## src/include/phy_rx_defines.svh

```systemverilog
// symbol count, symbol and byte widths, default packet lengths
`ifndef PHY_RX_DEFINES_SVH
`define PHY_RX_DEFINES_SVH

// 8b/10b symbols carried in one word
`define PHY_SYMBOLS 5
`define PHY_SYM_W 10
`define PHY_BYTE_W 8

// lengths used when a header length field reads zero
`define PHY_LONG_LEN_DEFAULT 128
`define PHY_SHORT_LEN_DEFAULT 16

`endif

```

## src/rtl/phy_rx_pkg.sv

```systemverilog
// receive path types, enums, comma codes, comma lookup and flit count function
`include "phy_rx_defines.svh"

package phy_rx_pkg;

    typedef logic [`PHY_SYM_W-1:0] sym_t;
    typedef logic [`PHY_BYTE_W-1:0] byte_t;
    // symbol 0 sits in the lowest bits
    typedef logic [`PHY_SYMBOLS*`PHY_SYM_W-1:0] enc_word_t;
    // {vc, id[1:0], req[4:0], payload[31:0]} from the top down
    typedef logic [`PHY_SYMBOLS*`PHY_BYTE_W-1:0] flit_t;
    typedef logic [31:0] payload_t;
    // wide enough for a long write of 255 data flits plus two header flits
    typedef logic [8:0] pkt_size_t;
    typedef logic [15:0] pkt_count_t;

    typedef enum logic [1:0] {
        COMMA_1_FLIT,
        COMMA_2_FLIT,
        COMMA_DATA
    } comma_length_t;

    typedef enum logic [3:0] {
        START_SEL,
        END_SEL,
        RESEND0_SEL,
        RESEND1_SEL,
        RESEND2_SEL,
        RESEND3_SEL,
        ACK_SEL,
        NACK_SEL,
        DATA_SEL
    } comma_sel_t;

    typedef enum logic [1:0] {
        LOOK_FOR_START,
        LOOK_FOR_HEADER,
        LOOK_FOR_END
    } frame_state_t;

    // codes are {abcdei, fghj}, a in bit 9; RN and RP are the two disparities
    localparam sym_t START_COMMA_RN   = 10'b001111_1010;
    localparam sym_t START_COMMA_RP   = 10'b110000_0101;
    localparam sym_t END_COMMA_RN     = 10'b001111_1000;
    localparam sym_t END_COMMA_RP     = 10'b110000_0111;
    localparam sym_t RESEND0_COMMA_RN = 10'b001111_0100;
    localparam sym_t RESEND0_COMMA_RP = 10'b110000_1011;
    localparam sym_t RESEND1_COMMA_RN = 10'b001111_1001;
    localparam sym_t RESEND1_COMMA_RP = 10'b110000_0110;
    localparam sym_t RESEND2_COMMA_RN = 10'b001111_0101;
    localparam sym_t RESEND2_COMMA_RP = 10'b110000_1010;
    localparam sym_t RESEND3_COMMA_RN = 10'b001111_0011;
    localparam sym_t RESEND3_COMMA_RP = 10'b110000_1100;
    localparam sym_t ACK_COMMA_RN     = 10'b001111_0010;
    localparam sym_t ACK_COMMA_RP     = 10'b110000_1101;
    localparam sym_t NACK_COMMA_RN    = 10'b001111_0110;
    localparam sym_t NACK_COMMA_RP    = 10'b110000_1001;

    // header format field, payload bits 31:28
    localparam logic [3:0] FMT_LONG_READ   = 4'h0;
    localparam logic [3:0] FMT_LONG_WRITE  = 4'h1;
    localparam logic [3:0] FMT_MEM_RESP    = 4'h2;
    localparam logic [3:0] FMT_MSG         = 4'h3;
    localparam logic [3:0] FMT_SHORT_READ  = 4'h4;
    localparam logic [3:0] FMT_SHORT_WRITE = 4'h5;

    // DATA_SEL when the symbol is no comma at all
    function automatic comma_sel_t comma_code_sel(input sym_t sym);
        comma_sel_t sel;
        case (sym)
            START_COMMA_RN, START_COMMA_RP:     sel = START_SEL;
            END_COMMA_RN, END_COMMA_RP:         sel = END_SEL;
            RESEND0_COMMA_RN, RESEND0_COMMA_RP: sel = RESEND0_SEL;
            RESEND1_COMMA_RN, RESEND1_COMMA_RP: sel = RESEND1_SEL;
            RESEND2_COMMA_RN, RESEND2_COMMA_RP: sel = RESEND2_SEL;
            RESEND3_COMMA_RN, RESEND3_COMMA_RP: sel = RESEND3_SEL;
            ACK_COMMA_RN, ACK_COMMA_RP:         sel = ACK_SEL;
            NACK_COMMA_RN, NACK_COMMA_RP:       sel = NACK_SEL;
            default:                            sel = DATA_SEL;
        endcase
        return sel;
    endfunction

    // total flits of a packet, header included
    function automatic pkt_size_t expected_num_flits(input payload_t payload);
        pkt_size_t len;
        pkt_size_t long_len;
        pkt_size_t short_len;
        pkt_size_t num;
        len = pkt_size_t'(payload[7:0]);
        long_len = (len == '0) ? pkt_size_t'(`PHY_LONG_LEN_DEFAULT) : len;
        short_len = (payload[3:0] == '0) ? pkt_size_t'(`PHY_SHORT_LEN_DEFAULT)
                                         : pkt_size_t'(payload[3:0]);
        case (payload[31:28])
            FMT_SHORT_READ:       num = pkt_size_t'(1);
            FMT_LONG_READ:        num = pkt_size_t'(2);
            FMT_SHORT_WRITE:      num = pkt_size_t'(1) + short_len;
            FMT_LONG_WRITE:       num = pkt_size_t'(2) + long_len;
            FMT_MSG, FMT_MEM_RESP: num = pkt_size_t'(1) + long_len;
            default:              num = pkt_size_t'(1);
        endcase
        return num;
    endfunction

endpackage

```

## src/rtl/comma_classifier.sv

```systemverilog
// stage 1 word register and comma classification
`timescale 1ns/100ps
`include "phy_rx_defines.svh"

module comma_classifier import phy_rx_pkg::*; (
    input  logic          CLK,
    input  logic          nRST,
    input  enc_word_t     enc_word,
    input  logic          word_valid,
    output enc_word_t     s1_word,
    output logic          s1_valid,
    output comma_length_t s1_length
);

    comma_sel_t    sel0;
    comma_sel_t    sel1;
    comma_length_t n_length;

    // start and end live in symbol 0, link control commas in symbol 1
    always_comb begin
        sel0 = comma_code_sel(enc_word[`PHY_SYM_W-1:0]);
        sel1 = comma_code_sel(enc_word[2*`PHY_SYM_W-1:`PHY_SYM_W]);
        if (sel0 inside {START_SEL, END_SEL}) begin
            n_length = COMMA_1_FLIT;
        end else if (sel1 inside {RESEND0_SEL, RESEND1_SEL, RESEND2_SEL, RESEND3_SEL,
                                  ACK_SEL, NACK_SEL}) begin
            n_length = COMMA_2_FLIT;
        end else begin
            n_length = COMMA_DATA;
        end
    end

    always_ff @(posedge CLK, negedge nRST) begin
        if (!nRST) begin
            s1_valid  <= 1'b0;
            s1_length <= COMMA_DATA;
        end else begin
            s1_valid <= word_valid;
            if (word_valid) begin
                s1_length <= n_length;
            end
        end
    end

    always_ff @(posedge CLK) begin
        if (word_valid) begin
            s1_word <= enc_word;
        end
    end

endmodule

```

## src/rtl/dec_8b10b.sv

```systemverilog
// 8b/10b symbol decoder with K flag and code error
`timescale 1ns/100ps

module dec_8b10b import phy_rx_pkg::*; (
    input  sym_t  sym,
    output byte_t data,
    output logic  is_k,
    output logic  code_err
);

    logic [5:0] abcdei;
    logic [3:0] fghj;
    logic [3:0] fghj_dec;
    logic [4:0] edcba;
    logic [2:0] hgf;
    logic       err_6b;
    logic       err_4b;
    logic       k28;
    logic       kx7;

    assign abcdei = sym[9:4];
    assign fghj   = sym[3:0];
    assign k28    = (abcdei == 6'b001111) || (abcdei == 6'b110000);

    // K28 in positive disparity carries the complement of its 4b code
    assign fghj_dec = (abcdei == 6'b110000) ? ~fghj : fghj;

    // 5b/6b table, both disparities
    always_comb begin
        err_6b = 1'b0;
        case (abcdei)
            6'b100111, 6'b011000: edcba = 5'd0;
            6'b011101, 6'b100010: edcba = 5'd1;
            6'b101101, 6'b010010: edcba = 5'd2;
            6'b110001:            edcba = 5'd3;
            6'b110101, 6'b001010: edcba = 5'd4;
            6'b101001:            edcba = 5'd5;
            6'b011001:            edcba = 5'd6;
            6'b111000, 6'b000111: edcba = 5'd7;
            6'b111001, 6'b000110: edcba = 5'd8;
            6'b100101:            edcba = 5'd9;
            6'b010101:            edcba = 5'd10;
            6'b110100:            edcba = 5'd11;
            6'b001101:            edcba = 5'd12;
            6'b101100:            edcba = 5'd13;
            6'b011100:            edcba = 5'd14;
            6'b010111, 6'b101000: edcba = 5'd15;
            6'b011011, 6'b100100: edcba = 5'd16;
            6'b100011:            edcba = 5'd17;
            6'b010011:            edcba = 5'd18;
            6'b110010:            edcba = 5'd19;
            6'b001011:            edcba = 5'd20;
            6'b101010:            edcba = 5'd21;
            6'b011010:            edcba = 5'd22;
            6'b111010, 6'b000101: edcba = 5'd23;
            6'b110011, 6'b001100: edcba = 5'd24;
            6'b100110:            edcba = 5'd25;
            6'b010110:            edcba = 5'd26;
            6'b110110, 6'b001001: edcba = 5'd27;
            6'b001110:            edcba = 5'd28;
            6'b101110, 6'b010001: edcba = 5'd29;
            6'b011110, 6'b100001: edcba = 5'd30;
            6'b101011, 6'b010100: edcba = 5'd31;
            6'b001111, 6'b110000: edcba = 5'd28;
            default: begin
                edcba  = 5'd0;
                err_6b = 1'b1;
            end
        endcase
    end

    // 3b/4b table, primary and alternate x.7 included
    always_comb begin
        err_4b = 1'b0;
        case (fghj_dec)
            4'b1011, 4'b0100: hgf = 3'd0;
            4'b1001:          hgf = 3'd1;
            4'b0101:          hgf = 3'd2;
            4'b1100, 4'b0011: hgf = 3'd3;
            4'b1101, 4'b0010: hgf = 3'd4;
            4'b1010:          hgf = 3'd5;
            4'b0110:          hgf = 3'd6;
            4'b1110, 4'b0001,
            4'b0111, 4'b1000: hgf = 3'd7;
            default: begin
                hgf    = 3'd0;
                err_4b = 1'b1;
            end
        endcase
    end

    // K23.7, K27.7, K29.7 and K30.7 use the alternate x.7 code
    assign kx7 = !err_6b && (fghj == 4'b1000 || fghj == 4'b0111) &&
                 (edcba == 5'd23 || edcba == 5'd27 || edcba == 5'd29 || edcba == 5'd30);

    assign data     = {hgf, edcba};
    assign is_k     = k28 || kx7;
    assign code_err = err_6b || err_4b;

endmodule

```

## src/rtl/flit_decoder.sv

```systemverilog
// stage 2 symbol decode, comma selection and header length predecode
`timescale 1ns/100ps
`include "phy_rx_defines.svh"

module flit_decoder import phy_rx_pkg::*; (
    input  logic          CLK,
    input  logic          nRST,
    input  enc_word_t     s1_word,
    input  logic          s1_valid,
    input  comma_length_t s1_length,
    output flit_t         s2_flit,
    output logic          s2_flit_valid,
    output comma_sel_t    s2_sel,
    output logic          s2_sel_valid,
    output logic          s2_start,
    output pkt_size_t     s2_size,
    output logic          s2_size_load,
    output logic          s2_code_err
);

    flit_t                   dec_flit;
    logic [`PHY_SYMBOLS-1:0] dec_err;
    logic [`PHY_SYMBOLS-1:0] dec_k;
    frame_state_t            state;
    frame_state_t            n_state;
    flit_t                   n_flit;
    comma_sel_t              n_sel;
    pkt_size_t               hdr_size;
    logic                    n_flit_valid;
    logic                    n_sel_valid;
    logic                    n_start;
    logic                    n_size_load;
    logic                    n_code_err;

    for (genvar i = 0; i < `PHY_SYMBOLS; i++) begin : g_dec
        dec_8b10b u_dec (
            .sym      (s1_word[i*`PHY_SYM_W +: `PHY_SYM_W]),
            .data     (dec_flit[i*`PHY_BYTE_W +: `PHY_BYTE_W]),
            .is_k     (dec_k[i]),
            .code_err (dec_err[i])
        );
    end

    // remaining flits after the header
    assign hdr_size = expected_num_flits(payload_t'(dec_flit)) - pkt_size_t'(1);

    always_comb begin
        n_flit       = '0;
        n_sel        = s2_sel;
        n_state      = state;
        n_flit_valid = 1'b0;
        n_sel_valid  = 1'b0;
        n_start      = 1'b0;
        n_size_load  = 1'b0;
        n_code_err   = 1'b0;
        case (s1_length)
            COMMA_1_FLIT: begin
                n_sel       = comma_code_sel(s1_word[`PHY_SYM_W-1:0]);
                n_sel_valid = 1'b1;
                if (n_sel == START_SEL) begin
                    n_start = 1'b1;
                    n_state = LOOK_FOR_HEADER;
                end else begin
                    n_state = LOOK_FOR_START;
                end
            end
            COMMA_2_FLIT: begin
                n_sel       = comma_code_sel(s1_word[2*`PHY_SYM_W-1:`PHY_SYM_W]);
                n_sel_valid = 1'b1;
                // low payload byte moves up into vc, id and req
                n_flit = {dec_flit[`PHY_BYTE_W-1:0], payload_t'(0)};
            end
            default: begin
                n_flit       = dec_flit;
                n_sel        = DATA_SEL;
                n_flit_valid = 1'b1;
                // a control symbol inside data counts as a bad symbol
                n_code_err = |(dec_err | dec_k);
                if (state == LOOK_FOR_HEADER) begin
                    n_size_load = 1'b1;
                    n_state     = LOOK_FOR_END;
                end
            end
        endcase
    end

    always_ff @(posedge CLK, negedge nRST) begin
        if (!nRST) begin
            s2_flit_valid <= 1'b0;
            s2_sel_valid  <= 1'b0;
            s2_start      <= 1'b0;
            s2_size_load  <= 1'b0;
            s2_code_err   <= 1'b0;
            s2_sel        <= START_SEL;
            state         <= LOOK_FOR_START;
        end else begin
            s2_flit_valid <= s1_valid && n_flit_valid;
            s2_sel_valid  <= s1_valid && n_sel_valid;
            s2_start      <= s1_valid && n_start;
            s2_size_load  <= s1_valid && n_size_load;
            s2_code_err   <= s1_valid && n_code_err;
            if (s1_valid) begin
                s2_sel <= n_sel;
                state  <= n_state;
            end
        end
    end

    always_ff @(posedge CLK) begin
        if (s1_valid) begin
            s2_flit <= n_flit;
            s2_size <= hdr_size;
        end
    end

endmodule

```

## src/rtl/packet_counter.sv

```systemverilog
// stage 3 remaining flit count, packet end, packet count and framing check
`timescale 1ns/100ps

module packet_counter import phy_rx_pkg::*; (
    input  logic       CLK,
    input  logic       nRST,
    input  flit_t      s2_flit,
    input  logic       s2_flit_valid,
    input  comma_sel_t s2_sel,
    input  logic       s2_sel_valid,
    input  logic       s2_start,
    input  pkt_size_t  s2_size,
    input  logic       s2_size_load,
    input  logic       s2_code_err,
    output flit_t      flit,
    output logic       flit_valid,
    output comma_sel_t comma_sel,
    output logic       sel_valid,
    output logic       pkt_last,
    output pkt_count_t pkt_count,
    output logic       code_err,
    output logic       frame_err
);

    pkt_size_t remaining;
    logic      pkt_open;
    logic      is_end;
    logic      last_in;
    logic      err_in;

    always_comb begin
        is_end = s2_sel_valid && (s2_sel == END_SEL);
        // a single flit packet ends on its own header
        if (s2_size_load) begin
            last_in = s2_flit_valid && (s2_size == '0);
        end else begin
            last_in = s2_flit_valid && pkt_open && (remaining == pkt_size_t'(1));
        end
        err_in = (s2_flit_valid && !pkt_open) ||
                 (is_end && pkt_open) ||
                 (s2_start && pkt_open);
    end

    always_ff @(posedge CLK, negedge nRST) begin
        if (!nRST) begin
            flit_valid <= 1'b0;
            sel_valid  <= 1'b0;
            comma_sel  <= START_SEL;
            pkt_last   <= 1'b0;
            code_err   <= 1'b0;
            frame_err  <= 1'b0;
            pkt_count  <= '0;
            pkt_open   <= 1'b0;
            remaining  <= '0;
        end else begin
            flit_valid <= s2_flit_valid;
            sel_valid  <= s2_sel_valid;
            comma_sel  <= s2_sel;
            pkt_last   <= last_in;
            code_err   <= s2_code_err;
            frame_err  <= err_in;
            if (last_in) begin
                pkt_count <= pkt_count + pkt_count_t'(1);
            end
            // a start inside an open packet reopens it
            if (s2_start) begin
                pkt_open <= 1'b1;
            end else if (last_in || is_end) begin
                pkt_open <= 1'b0;
            end
            if (s2_start || is_end) begin
                remaining <= '0;
            end else if (s2_size_load) begin
                remaining <= s2_size;
            end else if (s2_flit_valid && remaining != '0) begin
                remaining <= remaining - pkt_size_t'(1);
            end
        end
    end

    always_ff @(posedge CLK) begin
        flit <= s2_flit;
    end

endmodule

```

## src/rtl/phy_rx_top.sv

```systemverilog
// receive path top with classifier, decoder and packet counter stages
`timescale 1ns/100ps

module phy_rx_top import phy_rx_pkg::*; (
    input  logic       CLK,
    input  logic       nRST,
    input  enc_word_t  enc_word,
    input  logic       word_valid,
    output flit_t      flit,
    output logic       flit_valid,
    output comma_sel_t comma_sel,
    output logic       sel_valid,
    output logic       pkt_last,
    output pkt_count_t pkt_count,
    output logic       code_err,
    output logic       frame_err
);

    enc_word_t     s1_word;
    logic          s1_valid;
    comma_length_t s1_length;

    flit_t      s2_flit;
    logic       s2_flit_valid;
    comma_sel_t s2_sel;
    logic       s2_sel_valid;
    logic       s2_start;
    pkt_size_t  s2_size;
    logic       s2_size_load;
    logic       s2_code_err;

    comma_classifier u_classifier (
        .CLK        (CLK),
        .nRST       (nRST),
        .enc_word   (enc_word),
        .word_valid (word_valid),
        .s1_word    (s1_word),
        .s1_valid   (s1_valid),
        .s1_length  (s1_length)
    );

    flit_decoder u_decoder (
        .CLK           (CLK),
        .nRST          (nRST),
        .s1_word       (s1_word),
        .s1_valid      (s1_valid),
        .s1_length     (s1_length),
        .s2_flit       (s2_flit),
        .s2_flit_valid (s2_flit_valid),
        .s2_sel        (s2_sel),
        .s2_sel_valid  (s2_sel_valid),
        .s2_start      (s2_start),
        .s2_size       (s2_size),
        .s2_size_load  (s2_size_load),
        .s2_code_err   (s2_code_err)
    );

    packet_counter u_counter (
        .CLK           (CLK),
        .nRST          (nRST),
        .s2_flit       (s2_flit),
        .s2_flit_valid (s2_flit_valid),
        .s2_sel        (s2_sel),
        .s2_sel_valid  (s2_sel_valid),
        .s2_start      (s2_start),
        .s2_size       (s2_size),
        .s2_size_load  (s2_size_load),
        .s2_code_err   (s2_code_err),
        .flit          (flit),
        .flit_valid    (flit_valid),
        .comma_sel     (comma_sel),
        .sel_valid     (sel_valid),
        .pkt_last      (pkt_last),
        .pkt_count     (pkt_count),
        .code_err      (code_err),
        .frame_err     (frame_err)
    );

endmodule
```

## config.mk

```make
export PLATFORM = sky130hd
export DESIGN_NAME = phy_rx_top
export DESIGN_NICKNAME = d
export VERILOG_FILES = /design/src/rtl/phy_rx_pkg.sv /design/src/rtl/comma_classifier.sv /design/src/rtl/dec_8b10b.sv /design/src/rtl/flit_decoder.sv /design/src/rtl/packet_counter.sv /design/src/rtl/phy_rx_top.sv
export VERILOG_INCLUDE_DIRS = /design/src /design/src/include
export SDC_FILE = /design/constraint.sdc
export NUM_CORES = 1
export LEC_CHECK = 0
export ABC_CLOCK_PERIOD_IN_PS = 4400
export BUFFER_PORTS_ARGS = -buffer_cell sky130_fd_sc_hd__buf_2
export CAP_MARGIN = 20
export CORE_MARGIN = 5
export CORE_UTILIZATION = 60
export DETAILED_ROUTE_END_ITERATION = 10
export PLACE_DENSITY = 0.78
export SLEW_MARGIN = 20
export SYNTH_ARGS = -nofsm -noshare
export SYNTH_HDL_FRONTEND = slang
export SYNTH_SLANG_ARGS = --single-unit
export TNS_END_PERCENT = 50
```

## constraint.sdc

```tcl
create_clock -name CLK -period 4.4 [get_ports CLK]
set_input_delay 0.66 -clock CLK [delete_from_list [all_inputs] [get_ports CLK]]
set_output_delay 0.66 -clock CLK [all_outputs]
set_load 0.02 [all_outputs]
```

== After elaboration in Yosys (flattened, before gate mapping) ==
Cells that the tools add are included.
W data, S select, Z words.
Word-level totals
  flip-flop bits (word level): 188
  latch bits: 0
  memory bits (writable): 0
  bits in read-only memories: 0
  output and inout bits: 65
  word-level logic and storage cells: 714
  memories: 0
Operators by class
  add/sub/neg operators: 6
  multipliers: 0
  divide/modulo/power cells: 0
  order comparisons: 0
  equality and inequality tests: 419
  shift operators: 0
  multiplexer cells: 53
  bitwise gates (word level): 7
  reductions and logical operators: 207
Operator list (number)
  $pmux W5 S31: 5
  $eq A6 B6 Y1 const B: 120
  $eq A6 B5 Y1 const B: 70
  $eq A10 B10 Y1 const B: 32
  $eq A10 B8 Y1 const B: 32
  $reduce_or A48 Y1: 5
  $reduce_or A2 Y1: 109
  $eq A6 B4 Y1 const B: 35
  $eq A4 B4 Y1 const B: 40
  $pmux W4 S8: 4
  $eq A4 B3 Y1 const B: 30
  $pmux W3 S7: 5
  $eq A5 B5 Y1 const B: 20
  $eq A6 B3 Y1 const B: 15
  $pmux W40 S2: 1
  $reduce_or A14 Y1: 5
  $eq A4 B2 Y1 const B: 14
  $logic_or A1 B1 Y1: 39
  $pmux W9 S4: 1
  $eq A4 B1 Y1 const B: 8
  $mux W9: 3
  $mux W4: 6
  $logic_and A1 B1 Y1: 23
  $mux W1: 21
  other kinds (27): 49

== Longest topological paths before layout ==
  word-level depth: 13
  depth in mapped cells: 20
  gate-level depth less buffers: 16

== Hierarchy ==
A second synthesis with hierarchy kept.
Unflattened totals
  cells, all modules: 1239
  area, all modules: 11805.1 µm²
By module, submodules not included
  dec_8b10b: times used 5, cells each 125, area an instance 805.8 µm²
  flit_decoder: times used 1, cells each 342, area an instance 3519.6 µm²
  packet_counter: times used 1, cells each 197, area an instance 2523.7 µm²
  comma_classifier: times used 1, cells each 75, area an instance 1732.9 µm²

== Worst setup path before layout ==
OpenSTA, ideal clock, no wires.
  path kind: reg-to-reg
  start point: register u_classifier.s1_word[7]
  end point: register u_decoder.s2_size[7], data pin
  data arrival time: 3431 ps
  required time: 4131 ps
  path slack: 700 ps
  cell stages (with the launch flop): 16
  buffers on the path: 3
  path through: edfxtp_1 buf_2 buf_1 clkbuf_1 o311ai_0 a31oi_1 ha_1 nand2_1 nor4b_2 nor2_1 ha_1 nand2_1 o21ai_4 a2111oi_2 nand4b_1 xor2_1
On the way
  word-level cells in the longest chain between the ends: 10
Ends and longest elaborated chain
  from (decl): RTL line comma_classifier.sv:10  | output enc_word_t s1_word,
  from (signal assigned): RTL line comma_classifier.sv:47  | s1_word <= enc_word;
  $eq A6 B6 Y1: RTL line dec_8b10b.sv:26, dec_8b10b.sv:31
  $mux W4: RTL line dec_8b10b.sv:26  | assign fghj_dec = (abcdei == 6'b110000) ? ~fghj : fghj;
  $eq A4 B4 Y1, or another cell as far along: RTL line dec_8b10b.sv:75  | case (fghj_dec)
  $reduce_or A4 Y1 or $reduce_or A2 Y1 (tied branches)
  $pmux W3 S7: RTL line dec_8b10b.sv:75
  $logic_not A8 Y1: RTL line phy_rx_pkg.sv:91  | long_len = (len == '0) ? pkt_size_t'(`PHY_LONG_LEN_DEFAULT) : len;
  $mux W8: RTL line phy_rx_pkg.sv:91
  $add A1 B9 Y9 or $add A2 B9 Y9 (tied branches): RTL line phy_rx_pkg.sv:99, phy_rx_pkg.sv:98
  $pmux W9 S4 *: RTL line phy_rx_pkg.sv:94  | case (payload[31:28])
  $sub A9 B1 Y9 *: RTL line flit_decoder.sv:45  | assign hdr_size = expected_num_flits(payload_t'(dec_flit)) - pkt_size_t'(1);
  via u_decoder.hdr_size[7]: RTL line flit_decoder.sv:28  | pkt_size_t hdr_size;
  to (signal assigned): RTL line flit_decoder.sv:112  | s2_size <= hdr_size;
  to (decl): RTL line flit_decoder.sv:16  | output pkt_size_t s2_size,
Mark *: on every way through the listed nets, which the timed path passes. The rest lies on a longest branch.
A chain may end at the register's enable or synchronous reset.

== Worst setup path after layout ==
  start point: register u_classifier.s1_word[9]
  end point: register u_decoder.s2_size[8], data pin
The elaborated chain is that of the path after synthesis.

==> impl_metrics.yaml <==
timing:
  period_needed_ns: 4.05
  tightest_slew_ns: 0.846
  maxSlewViolCount: 0
  holdWs_ns: 0.233
  final_hold_viol_count: 0
  setup_violations: 0
  slew_headroom_pct: 43.2
  skew_ns: 0.0138
  tns_ns: 0
  post-route-period-util_pct: 92.0
  rsz0062_at_grt: "false"
  fmax_mhz: 247
logic_synthesis:
  synth_edf_count: 99
  ys_types: 95
  avgSynthCellArea_sq_um: 8.87
  synth_area_sq_um: 11300
  ys_warn_count: 0
  ys_async_sr_fraction_pct: 26.1
  synthCells: 1271
  synthFlopType: "edfxtp_1"
  yosysSeqAreaShare_pct: 44.3
  syn_nets: 1334
  ys_seq_elements: 188
floorplanning:
  initial_utilization_pct: 60.7
  num_io_pins: 118
  row_count: 50
  die-height_microns: 147
  dieArea_sq_um: 21600
  die_w_microns: 147
  fp.coreArea_sq_um: 18600
global_routing:
  grt_use_total_pct: 25.3
  grtUsageMet1_pct: 34.4
  met3_usage_pct: 5.15
  grtUsageMet2_pct: 39.8
  grt_max_degree: 50
  grt_pass1_wl_mm: 45.1
  overflow: 0
  grt.busiest_layer: "met2"
  grt_pass1_vias: 9011
  antenna_found_initial: 0
pwr:
  power_density_nw_per_um2: 389
  p_int_uw: 3300
  p_comb_share_pct: 22.5
  p_clk_share_pct: 30.9
  leakagePower_uw: 0.00503
  p_switching_uw: 1590
  irDropWorstVdd_v: 0.000268
  p_seq_share_pct: 46.6
  switching_share_pct: 32.4
clock_network:
  cts-resized-gates: 0
  h-tree-depth: 4
  clk_pin_slew_worst_paths_ns: 0.07
  cts_root_buffer: "clkbuf_16"
  clock_path_buffers: 2
  cts.sinks: 188
  cts_tree: "built"
  cts-hold-fix-buffers: 0
  cts-buffers-inserted: 17
  clk_latency_ns: 0.44
  postCtsSetupBuffers: 0
critical_path:
  arrival_ns: 4.23
  cp_max_fo: 20
  critPathRequiredTime_ns: 4.58
  criticalPathCategory: "flip-flop to flip-flop"
  worstSetupEndpointType: "flip-flop"
  cp-start-kind: "flip-flop"
routing:
  wl_per_cell_microns: 17.4
  drt-initial-drc-count: 1090
  drc: 0
  vias_per_cell: 6.25
  drtAntennaViolNets: 0
  vias: 9880
  drt-total-wl_mm: 27.6
  dr.pass1.iters: 6
final_layout:
  nets: 1398
  multi_input_area_sq_um: 5690
  syn2layout_area_growth_pct: 11.5
  fillCellCount: 1488
  layout_common_cells: "nor2_1, nand2_1, buf_2"
  drive_gt1_share_pct: 15.6
  antenna_cells: 0
  seq_area_sq_um: 5000
place:
  port-buffer-count: 117
  gp_congestion: 0.984
  dp.final_hpwl_mm: 19.5
min_path:
  hold_path_class: "input port to async pin"
status:
  status: "finished, final reports clean"
flow_run:
  maxCapViolations: 0
## registers in the layout, summed over array words and instances (netlist names), 2 cells and up
name,flops
u_classifier.s1_length,2
u_classifier.s1_word,50
u_counter.comma_sel,4
u_counter.flit,40
u_counter.pkt_count,16
u_counter.remaining,9
u_decoder.s2_flit,40
u_decoder.s2_sel,4
u_decoder.s2_size,9
u_decoder.state,2
## through the flow
stage	std cells	worst slack [ns]	area [sq um]	util, %	power [uW]
after global placement	1550	0.577	12000	64.5	3370
after global routing	1582	0.0201	12600	67.7	5150
after floorplan	1271	0.700	11300	-	3060
after detailed placement	1550	0.481	12000	64.5	3390
final	1582	0.352	12600	67.7	4890
after CTS	1582	0.464	12600	67.7	4910
## layout make-up
type	instances	area share (%)
flip-flops and latches	188	39.8
repair buffers	147	6.57
well taps	234	2.33
multi-input cells	934	45.2
inverters	47	1.40
clock buffers	19	3.69
clock inverters	13	0.995
## final timing paths
check	from	end	slack, ns	depth (start not counted)
worst max-delay path	u_classifier.s1_word[9]$_DFFE_PP_	u_decoder.s2_size[8]$_DFFE_PP_	0.35	14
worst min-delay path	nRST	u_classifier.s1_valid$_DFF_PN0_	0.23	1
worst max register to register	u_classifier.s1_word[9]$_DFFE_PP_	u_decoder.s2_size[8]$_DFFE_PP_	0.35	14
worst min register to register	u_decoder.s2_flit[8]$_DFFE_PP_	u_counter.flit[8]$_DFF_P_	0.33	0
max in group asynchronous	nRST	u_classifier.s1_valid$_DFF_PN0_	3.74	1
min in group CLK	u_decoder.s2_flit[8]$_DFFE_PP_	u_counter.flit[8]$_DFF_P_	0.33	0
## cell families (layout without fill, tap and decap cells)
kind of cell    count (synthesis)  after routing  synth area share, %
xor+xnor                       50             50                 3.88
buf+inv                       149            226                 5.23
fa+ha+maj                      11             11                 1.20
mux                            18             18                 1.65
simple gates                  477            477                 21.2
compound gates                378            378                 22.5
flops                         188            188                 44.3
## worst max-delay path, cell delays in order, from the launching register on
cell and delay (ns):
edfxtp_1 0.72, and3b_1 0.40, nand2_1 0.23, a211o_1 0.36, and4_1 0.29, nor2_1 0.10, nor4b_2 0.36, nor2_1 0.08
ha_1 0.22, nand3_1 0.13, nor3_1 0.08, o211a_1 0.12, o31ai_1 0.36, nand4_1 0.17, xnor2_1 0.16
## routing by layer
metal / share of wire (%) / wire length, microns / up-vias
li1: - / - / 4817
met1: 43 / 11900 / 4588
met2: 46 / 12800 / 404
met3: 7.1 / 1950 / 71
met4: 3.6 / 989 / 0
met5: 0 / 0 / -
## synthesized netlist by cell type (11+ instances only)
cell        n  area share, %
nand2_1   123            4.1
nor2_1    123            4.1
edfxtp_1   99             26
a21oi_1    95            4.2
o21ai_0    95            4.2
clkbuf_1   75            2.5
dfrtp_1    48             11
inv_1      44            1.5
dfxtp_1    40            7.1
nand3_1    38            1.7
xnor2_1    32            2.5
nor3_1     28            1.2
nor2b_1    25            1.4
nand2b_1   24            1.3
o22ai_1    22            1.2
a31oi_1    19            1.1
and2_1     19            1.1
nor4_1     18            1.0
xor2_1     18            1.4
nand4_1    17           0.94
buf_2      15           0.67
a211oi_1   13           0.87
mux2i_1    13            1.2
and3_1     11           0.61
o211ai_1   11           0.73
## power by group through the flow
stage | logic, uW | clock network (uW) | registers (uW)
2_1_floorplan | 818 | 0 | 2240
3_3_place_gp | 1060 | 0 | 2300
3_5_place_dp | 1080 | 0 | 2310
4_1_cts | 1090 | 1550 | 2270
5_1_grt | 1220 | 1620 | 2310
6_report | 1100 | 1510 | 2280
No activity file was read; power rests on OpenSTA's default activity.
